<file path="src/source/crypto_defines.svh">
// Crypto peripheral sizing and key schedule constants.
`ifndef CRYPTO_DEFINES_SVH
`define CRYPTO_DEFINES_SVH

// Entries in every FIFO of the core.
`define CRYPTO_FIFO_DEPTH 8

// Left rotation applied to the key in each round.
`define KEY_ROTATE 5

// Constant mixed into the key in each round.
`define KEY_MIX 16'hA5C3

`endif

</file>
<file path="src/source/crypto_pkg.sv">
// Shared payload, mode and controller state types for the crypto core.
package crypto_pkg;

	typedef logic [7:0] byte_t;  // Data byte.
	typedef logic [15:0] key_t;  // Cipher key.

	typedef enum logic {
		MODE_ENCRYPT = 1'b0,
		MODE_DECRYPT = 1'b1
	} cipher_mode_t;

	typedef enum logic [4:0] {
		ST_IDLE,
		ST_GET_KEY,
		ST_KEY_R1,
		ST_KEY_R2,
		ST_KEY_R3,
		ST_ENCRYPT,
		ST_DECRYPT,
		ST_GET_DATA,
		ST_DID_READ,
		ST_FIX_RX,
		ST_ENQ_TX
	} ctrl_state_t;

endpackage

</file>
<file path="src/source/cipher_unit.sv">
// Single byte encrypt/decrypt stage with mode and pending result registers.
module cipher_unit
	import crypto_pkg::*;
(
	input  logic  clk,
	input  logic  n_reset,
	input  logic  is_encrypt,
	input  logic  is_decrypt,
	input  byte_t rx_head,
	input  logic  rcv_deq,
	input  key_t  round_key,
	input  logic  tx_full,
	input  logic  trans_enq,
	output byte_t result,
	output logic  accepted,
	output logic  data_done
);

	cipher_mode_t mode;
	logic pending;
	byte_t k_lo;
	byte_t k_hi;
	byte_t enc_byte;
	byte_t dec_byte;
	byte_t mixed;
	byte_t shifted;

	assign k_lo = round_key[7:0];
	assign k_hi = round_key[15:8];

	always_comb begin
		mixed = rx_head ^ k_lo;
		enc_byte = {mixed[6:0], mixed[7]} + k_hi;
		shifted = rx_head - k_hi;
		dec_byte = {shifted[0], shifted[7:1]} ^ k_lo;
	end

	assign accepted = !pending;
	assign data_done = pending && !tx_full;  // Result waits while the queue is full.

	always_ff @(posedge clk, negedge n_reset) begin
		if (!n_reset) begin
			mode <= MODE_ENCRYPT;
			pending <= 1'b0;
		end else begin
			if (is_encrypt)
				mode <= MODE_ENCRYPT;
			else if (is_decrypt)
				mode <= MODE_DECRYPT;
			if (rcv_deq)
				pending <= 1'b1;
			else if (trans_enq)
				pending <= 1'b0;
		end
	end

	always_ff @(posedge clk) begin
		if (rcv_deq)
			result <= (mode == MODE_DECRYPT) ? dec_byte : enc_byte;
	end

endmodule

</file>
<file path="src/source/crypto_core.sv">
// Top level of the byte stream cipher peripheral.
`include "crypto_defines.svh"

module crypto_core
	import crypto_pkg::*;
(
	input  logic       clk,
	input  logic       n_reset,
	input  byte_t      rx_data,
	input  logic       rx_strobe,
	input  logic       rx_framing_error,
	input  key_t       key_data,
	input  logic       key_strobe,
	input  logic       encrypt_pulse,
	input  logic       decrypt_pulse,
	input  logic       tx_pop,
	output byte_t      tx_data,
	output logic       tx_empty,
	output logic [4:0] status_bits
);

	byte_t rx_head;
	logic rx_empty;
	logic rx_full;
	logic framing_error;
	key_t key_head;
	logic key_empty;
	key_t round_key;
	byte_t result;
	logic tx_full;
	logic accepted;
	logic data_done;
	logic is_encrypt;
	logic is_decrypt;
	logic read_fifo;  // Observed by the bound assertions.
	logic rcv_deq;
	logic fix_error;
	logic trans_enq;
	logic read_fifo_key_gen;
	logic key_step;

	receive_buffer u_rx_buf (
		.clk(clk), .n_reset(n_reset),
		.rx_data(rx_data), .rx_strobe(rx_strobe), .rx_framing_error(rx_framing_error),
		.fix_error(fix_error), .rcv_deq(rcv_deq),
		.head(rx_head), .empty(rx_empty), .full(rx_full), .framing_error(framing_error)
	);

	sync_fifo #(.payload_t(key_t), .depth(`CRYPTO_FIFO_DEPTH)) u_key_fifo (
		.clk(clk), .n_reset(n_reset),
		.push(key_strobe), .push_data(key_data), .pop(read_fifo_key_gen),
		.head(key_head), .empty(key_empty), .full()
	);

	sync_fifo #(.payload_t(byte_t), .depth(`CRYPTO_FIFO_DEPTH)) u_tx_fifo (
		.clk(clk), .n_reset(n_reset),
		.push(trans_enq), .push_data(result), .pop(tx_pop),
		.head(tx_data), .empty(tx_empty), .full(tx_full)
	);

	key_expander u_key_exp (
		.clk(clk), .n_reset(n_reset),
		.key_head(key_head), .load(read_fifo_key_gen), .key_step(key_step),
		.round_key(round_key)
	);

	cipher_unit u_cipher (
		.clk(clk), .n_reset(n_reset),
		.is_encrypt(is_encrypt), .is_decrypt(is_decrypt),
		.rx_head(rx_head), .rcv_deq(rcv_deq), .round_key(round_key),
		.tx_full(tx_full), .trans_enq(trans_enq),
		.result(result), .accepted(accepted), .data_done(data_done)
	);

	mcu_controller u_ctrl (
		.clk(clk), .n_reset(n_reset),
		.key_empty(key_empty),
		.is_encryption_pulse(encrypt_pulse), .is_decryption_pulse(decrypt_pulse),
		.empty_rx(rx_empty), .full_rx(rx_full), .empty_tx(tx_empty),
		.framing_error(framing_error), .accepted(accepted), .data_done(data_done),
		.is_encrypt(is_encrypt), .is_decrypt(is_decrypt), .read_fifo(read_fifo),
		.rcv_deq(rcv_deq), .fix_error(fix_error), .trans_enq(trans_enq),
		.read_fifo_key_gen(read_fifo_key_gen), .key_step(key_step),
		.status_bits(status_bits)
	);

endmodule

</file>
<file path="src/source/key_expander.sv">
// Round key register with a rotate and mix expansion step.
`include "crypto_defines.svh"

module key_expander
	import crypto_pkg::*;
(
	input  logic clk,
	input  logic n_reset,
	input  key_t key_head,
	input  logic load,
	input  logic key_step,
	output key_t round_key
);

	key_t next_round;

	// One round of the toy key schedule.
	always_comb begin
		next_round = (round_key << `KEY_ROTATE) | (round_key >> (16 - `KEY_ROTATE));
		next_round = next_round ^ `KEY_MIX;
	end

	always_ff @(posedge clk, negedge n_reset) begin
		if (!n_reset)
			round_key <= '0;
		else if (load)
			round_key <= key_head;  // Fresh key from the queue.
		else if (key_step)
			round_key <= next_round;
	end

endmodule

</file>
<file path="src/source/mcu_controller.sv">
// Sequencing FSM for key loading, mode changes and byte transfer, with status word.
module mcu_controller
	import crypto_pkg::*;
(
	input  logic       clk,
	input  logic       n_reset,
	input  logic       key_empty,
	input  logic       is_encryption_pulse,
	input  logic       is_decryption_pulse,
	input  logic       empty_rx,
	input  logic       full_rx,
	input  logic       empty_tx,
	input  logic       framing_error,
	input  logic       accepted,
	input  logic       data_done,
	output logic       is_encrypt,
	output logic       is_decrypt,
	output logic       read_fifo,
	output logic       rcv_deq,
	output logic       fix_error,
	output logic       trans_enq,
	output logic       read_fifo_key_gen,
	output logic       key_step,
	output logic [4:0] status_bits
);

	ctrl_state_t state;
	ctrl_state_t nxt_state;
	logic key_ready;

	always_ff @(posedge clk, negedge n_reset) begin
		if (!n_reset) begin
			state <= ST_IDLE;
			key_ready <= 1'b0;
		end else begin
			state <= nxt_state;
			if (state == ST_KEY_R3)
				key_ready <= 1'b1;  // Sticky until reset.
		end
	end

	// Later checks in idle override earlier ones.
	always_comb begin
		nxt_state = state;
		case (state)
			ST_IDLE: begin
				if (!key_empty)
					nxt_state = ST_GET_KEY;
				if (is_decryption_pulse)
					nxt_state = ST_DECRYPT;
				if (is_encryption_pulse)
					nxt_state = ST_ENCRYPT;
				if (framing_error)
					nxt_state = ST_FIX_RX;
				// A stalled result must reach the queue before the next read.
				if (!empty_rx && accepted)
					nxt_state = ST_GET_DATA;
				if (data_done)
					nxt_state = ST_ENQ_TX;
			end
			ST_GET_KEY:  nxt_state = ST_KEY_R1;
			ST_KEY_R1:   nxt_state = ST_KEY_R2;
			ST_KEY_R2:   nxt_state = ST_KEY_R3;
			ST_KEY_R3:   nxt_state = ST_IDLE;
			ST_GET_DATA: nxt_state = ST_DID_READ;
			ST_DID_READ: nxt_state = accepted ? ST_IDLE : ST_GET_DATA;
			default:     nxt_state = ST_IDLE;
		endcase
	end

	assign read_fifo_key_gen = (state == ST_GET_KEY);
	assign key_step = (state == ST_KEY_R1) || (state == ST_KEY_R2) || (state == ST_KEY_R3);
	assign is_encrypt = (state == ST_ENCRYPT);
	assign is_decrypt = (state == ST_DECRYPT);
	assign read_fifo = (state == ST_GET_DATA);
	assign rcv_deq = (state == ST_DID_READ) && accepted;
	assign fix_error = (state == ST_FIX_RX);
	assign trans_enq = (state == ST_ENQ_TX);

	assign status_bits = {key_ready, is_encrypt, is_decrypt, !empty_tx, full_rx};

endmodule

</file>
<file path="src/source/receive_buffer.sv">
// Receive byte queue with a sticky framing error flag.
module receive_buffer
	import crypto_pkg::*;
(
	input  logic  clk,
	input  logic  n_reset,
	input  byte_t rx_data,
	input  logic  rx_strobe,
	input  logic  rx_framing_error,
	input  logic  fix_error,
	input  logic  rcv_deq,
	output byte_t head,
	output logic  empty,
	output logic  full,
	output logic  framing_error
);

	logic rx_good;

	assign rx_good = rx_strobe && !rx_framing_error;  // Bad bytes are discarded.

	sync_fifo #(
		.payload_t(byte_t)
	) u_rx_fifo (
		.clk      (clk),
		.n_reset  (n_reset),
		.push     (rx_good),
		.push_data(rx_data),
		.pop      (rcv_deq),
		.head     (head),
		.empty    (empty),
		.full     (full)
	);

	always_ff @(posedge clk, negedge n_reset) begin
		if (!n_reset)
			framing_error <= 1'b0;
		else if (rx_strobe && rx_framing_error)
			framing_error <= 1'b1;  // A new error wins over repair.
		else if (fix_error)
			framing_error <= 1'b0;
	end

endmodule

</file>
<file path="src/source/sync_fifo.sv">
// Show-ahead synchronous FIFO with a configurable payload type.
`include "crypto_defines.svh"

module sync_fifo #(
	parameter type payload_t = logic [7:0],
	parameter int depth = `CRYPTO_FIFO_DEPTH
) (
	input  logic     clk,
	input  logic     n_reset,
	input  logic     push,
	input  payload_t push_data,
	input  logic     pop,
	output payload_t head,
	output logic     empty,
	output logic     full
);

	localparam int ptr_w = (depth > 1) ? $clog2(depth) : 1;
	localparam int cnt_w = $clog2(depth + 1);

	payload_t mem [depth];
	logic [ptr_w-1:0] rd_ptr;
	logic [ptr_w-1:0] wr_ptr;
	logic [cnt_w-1:0] count;
	logic do_push;
	logic do_pop;

	assign empty = (count == '0);
	assign full = (count == cnt_w'(depth));
	assign do_push = push && !full;  // Drop writes when full.
	assign do_pop = pop && !empty;
	assign head = mem[rd_ptr];

	always_ff @(posedge clk) begin
		if (do_push)
			mem[wr_ptr] <= push_data;
	end

	always_ff @(posedge clk, negedge n_reset) begin
		if (!n_reset) begin
			rd_ptr <= '0;
			wr_ptr <= '0;
			count <= '0;
		end else begin
			if (do_push)
				wr_ptr <= (wr_ptr == ptr_w'(depth - 1)) ? '0 : wr_ptr + 1'b1;
			if (do_pop)
				rd_ptr <= (rd_ptr == ptr_w'(depth - 1)) ? '0 : rd_ptr + 1'b1;
			if (do_push && !do_pop)
				count <= count + 1'b1;
			else if (do_pop && !do_push)
				count <= count - 1'b1;
		end
	end

endmodule

</file>
<file path="config.mk">
export PLATFORM = sky130hd
export DESIGN_NAME = crypto_core
export DESIGN_NICKNAME = d
export VERILOG_FILES = /design/src/source/crypto_pkg.sv /design/src/source/cipher_unit.sv /design/src/source/crypto_core.sv /design/src/source/key_expander.sv /design/src/source/mcu_controller.sv /design/src/source/receive_buffer.sv /design/src/source/sync_fifo.sv
export VERILOG_INCLUDE_DIRS = /design/src /design/src/source
export SDC_FILE = /design/constraint.sdc
export NUM_CORES = 1
export LEC_CHECK = 0
export ABC_AREA = 1
export BUFFER_PORTS_ARGS = -buffer_cell sky130_fd_sc_hd__buf_2
export CAP_MARGIN = 20
export CELL_PAD_IN_SITES_DETAIL_PLACEMENT = 0
export CELL_PAD_IN_SITES_GLOBAL_PLACEMENT = 2
export CORE_MARGIN = 2
export CORE_UTILIZATION = 47
export CTS_BUF_LIST = sky130_fd_sc_hd__clkbuf_2 sky130_fd_sc_hd__clkbuf_4 sky130_fd_sc_hd__clkbuf_8
export DETAILED_ROUTE_END_ITERATION = 8
export PLACE_DENSITY = 0.95
export SYNTH_ARGS = -nofsm -noshare
export SYNTH_HDL_FRONTEND = slang
export SYNTH_SLANG_ARGS = --single-unit
</file>
<file path="constraint.sdc">
create_clock -name clk -period 4.7 [get_ports clk]
set_input_delay 0.705 -clock clk [delete_from_list [all_inputs] [get_ports clk]]
set_output_delay 0.705 -clock clk [all_outputs]
set_load 0.05 [all_outputs]
</file>
==> flow_summary_export.csv <==
group,metric,value,unit
pwr,swShare,0.403,
synth,synth_common_cells,"edfxtp_1 (264), nor2_1 (248), nand2_1 (138)",
clocking,cts-resized-gates,0,
sta,slew_headroom,0.327,
pwr,power,11.0,mW
setup_path,slowest_delay,0.79,ns
setup_path,cpMostUsedCell,"nand2_1",
route,vias_per_cell,5.19,
die,die_w,178,um
route,ant_nets,0,
setup_path,crit_fanout,34,
pwr,p_leak,6.13,nW
global_routing,grt_pass1_vias,8875,
synth,synth.cell_area,14300,um2
sta,fin_ws,1.13,ns
sta,fin_crit_sh,0.761,
finish,fin_area,15900,um2
setup_path,reg2reg_depth,11,
sta,period_needed,3.57,ns
synth,synth-edff-count,264,
clocking,cts-hold-fix-buffers,0,
synth,yosys.area.top_type_share,0.554,
pwr,p_int,6.57,mW
setup_path,cp_top_family,"buffers and inverters",
route,drt_iter0_markers,594,
setup_path,critPathLaunchType,"register",
clocking,postCtsSetupRepairBufs,0,
outcome,run_status,"finished, final reports clean",
place,dp_hpwl,18500,um
clocking,root_buffer,"clkbuf_8",
global_routing,grt_pass1_wl,45900,um
min_path,holdCritPathClass,"in -> async",
route,vias,9231,
job,drv_cap,0,
synth,yosys.area.top_type,"edfxtp_1",
sta,tightest_slew,1.01,ns
clocking,cts_tree,"yes",
synth,yosysMostFrequentCell,"edfxtp_1",
route,dr.pass1.iters,5,
pwr,p_comb_frac,0.414,
die,die_h,178,um
sta,rsz0062_at_grt,"false",
clocking,clk_pin_slew,0.06,ns
global_routing,grtUsageTotal,0.186,
die,fp.dieArea,31900,um2
setup_path,arrival,2.87,ns
place,placed_area,14800,um2
finish,drive_gt1_frac,0.128,
sta,setup_violations,0,
synth,synth-main-ff-cell,"edfxtp_1",
setup_path,r2r_end,"u_cipher.result[6]$_DFFE_PP_",
place,place.gp.congestion,0.923,
sta,finalClockSkew,0.0228,ns
sta,whs,0.267,ns
pwr,p_clk_frac,0.223,
synth,synth_area_leaders,"edfxtp_1 (55%), dfrtp_1 (9.4%), nor2_1 (6.5%)",
sta,drv_slew,0,
setup_path,r2r_slack,1.63,ns
setup_path,endpoint_kind,"output port",
synth,synthArstFlopShare,0.170,
synth,syn-num-nets,1361,
route,drc_errors,0,
finish,diodes,0,
global_routing,grt_start_max_net_pins,67,
synth,synth.distinct_cells,47,
finish,fin_nets,1420,
global_routing,grt_overflow,0,
setup_path,reg2reg_from,"u_rx_buf.u_rx_fifo.rd_ptr[2]$_DFFE_PN0P_",
place,dp_cells,1682,
finish,final_core_util,0.534,
finish,areaGrowthSynthToFinish,11.2,%
finish,final_cells,1778,
setup_path,required,3.99,ns
route,finalWirelength,28900,um
route,avgRoutedWirePerCell,16.3,um
die,initial_core_util,0.480,
pwr,irDropWorstVdd,0.357,mV
clocking,cts.sink_count,318,
die,rows,63,
synth,avgSynthCellArea,11.1,um2
setup_path,worst-path-buf-inv,3,
sta,setup_tns,0,ns
synth,yosysWarnings,0,
die,pin_count,46,
pwr,p_sw,4.43,mW
setup_path,crit_chain,"buf_4 > clkinv_1 > nor2_1 > o32ai_1 > nand2_1 > nand2_1 > buf_2",
pwr,pwr-share-seq,0.363,
sta,hold_viol,0,
synth,syn_inst,1286,
place,io_buffers,45,
setup_path,crit_type,"reg -> out",
setup_path,slowest_stage,"clkinv_1",
place,pre_cts_ws,1.65,ns
pwr,power_density,691,nW/um2
clocking,htree_levels,2,
global_routing,antenna_found_initial,1,
synth,synth-seq-cells,318,
clocking,cts-buffers-inserted,51,
clocking,insertion_delay,0.60,ns
synth,synth_seq_area_share,0.648,
sta,fmax,0.280,GHz
die,core_area,29800,um2
clocking,cts_buffer_depth,3,
-- sequential cells by signal, summed over array words and instances, names as in the netlist, 4 cells and up --
name	flops
u_tx_fifo.mem	64
u_rx_buf.u_rx_fifo.mem	64
u_ctrl.state	4
u_key_fifo.count	4
u_tx_fifo.count	4
u_key_exp.round_key	16
u_key_fifo.mem	128
u_rx_buf.u_rx_fifo.count	4
u_cipher.result	8
-- worst register-to-register path: stages, from the launching register on --
cell	delay, ns
dfrtp_1	0.79
inv_1	0.35
nand3_2	0.20
nand2_2	0.09
xor2_1	0.15
ha_1	0.22
fa_1	0.44
nand4_1	0.12
nand3_1	0.08
or2_2	0.27
nand3_1	0.07
nand2_1	0.06
-- layout by cell type (no fill, tap or decap), types with 2 or more instances in the layout --
master,count
a21o_1,4
a21oi_1,38
buf_2,45
buf_4,19
bufinv_16,4
clkbuf_4,14
clkbuf_8,53
clkinv_1,20
clkinv_2,5
dfrtp_1,53
edfxtp_1,264
fa_1,5
ha_1,38
inv_1,100
inv_2,6
inv_6,2
nand2_1,138
nand2_2,2
nand3_1,48
nand3_2,4
nand3b_1,3
nand4_1,3
nor2_1,248
nor2_2,5
nor3_1,2
o211ai_1,35
o21ai_0,128
o21ai_1,23
o21ai_2,8
o22ai_1,7
o32ai_1,16
or2_1,3
or2_2,3
xnor2_1,12
xor2_1,15
-- per-layer routing --
layer	part of all wire	wire (um)	global-route usage
met5	0.00038	11	0
met4	0.021	613	0.0600
met3	0.046	1340	0.0364
met2	0.48	14000	0.315
met1	0.45	12900	0.243
-- logic make-up after synthesis --
| group | share of synthesized area |
|---|---|
| xor+xnor | 0.0165 |
| simple gates | 0.134 |
| buf+inv | 0.0539 |
| fa+ha+maj | 0.0402 |
| compound gates | 0.107 |
| flops | 0.648 |
-- worst max-delay path by stage --
stage                                                   from                        endpoint  slack, ns  cells after the start
finish                       u_tx_fifo.rd_ptr[0]$_DFFE_PN0P_                      tx_data[7]       1.13                      7
global route                 u_tx_fifo.rd_ptr[0]$_DFFE_PN0P_                      tx_data[3]       0.83                      7
CTS                          u_tx_fifo.rd_ptr[0]$_DFFE_PN0P_                      tx_data[2]       1.09                      7
detailed placement  u_rx_buf.u_rx_fifo.rd_ptr[2]$_DFFE_PN0P_    u_cipher.result[6]$_DFFE_PP_       1.65                     11
global placement    u_rx_buf.u_rx_fifo.rd_ptr[2]$_DFFE_PN0P_    u_cipher.result[6]$_DFFE_PP_       1.66                     11
floorplan                     u_tx_fifo.count[0]$_DFFE_PN0P_  u_tx_fifo.count[3]$_DFFE_PN0P_       2.13                     12
-- power groups by stage --
| stage | sequential, mW | clock (mW) | combinational (mW) |
|---|---|---|---|
| 5_1_grt | 4.05 | 2.63 | 5.19 |
| 3_3_place_gp | 4.04 | 0 | 4.52 |
| 6_report | 3.99 | 2.45 | 4.55 |
| 2_1_floorplan | 3.86 | 0 | 3.70 |
| 3_5_place_dp | 4.05 | 0 | 4.56 |
| 4_1_cts | 3.99 | 2.50 | 4.59 |
-- area by class of cell --
cell class | instances | area, um2
clock buffers | 67 | 835
clock inverters | 29 | 254
fillers | 2539 | 13900
inverters | 111 | 422
multi-input cells | 799 | 4260
flip-flops and latches | 318 | 9280
well taps | 390 | 488
repair buffers | 64 | 368
No activity file was read; power rests on OpenSTA's default activity.
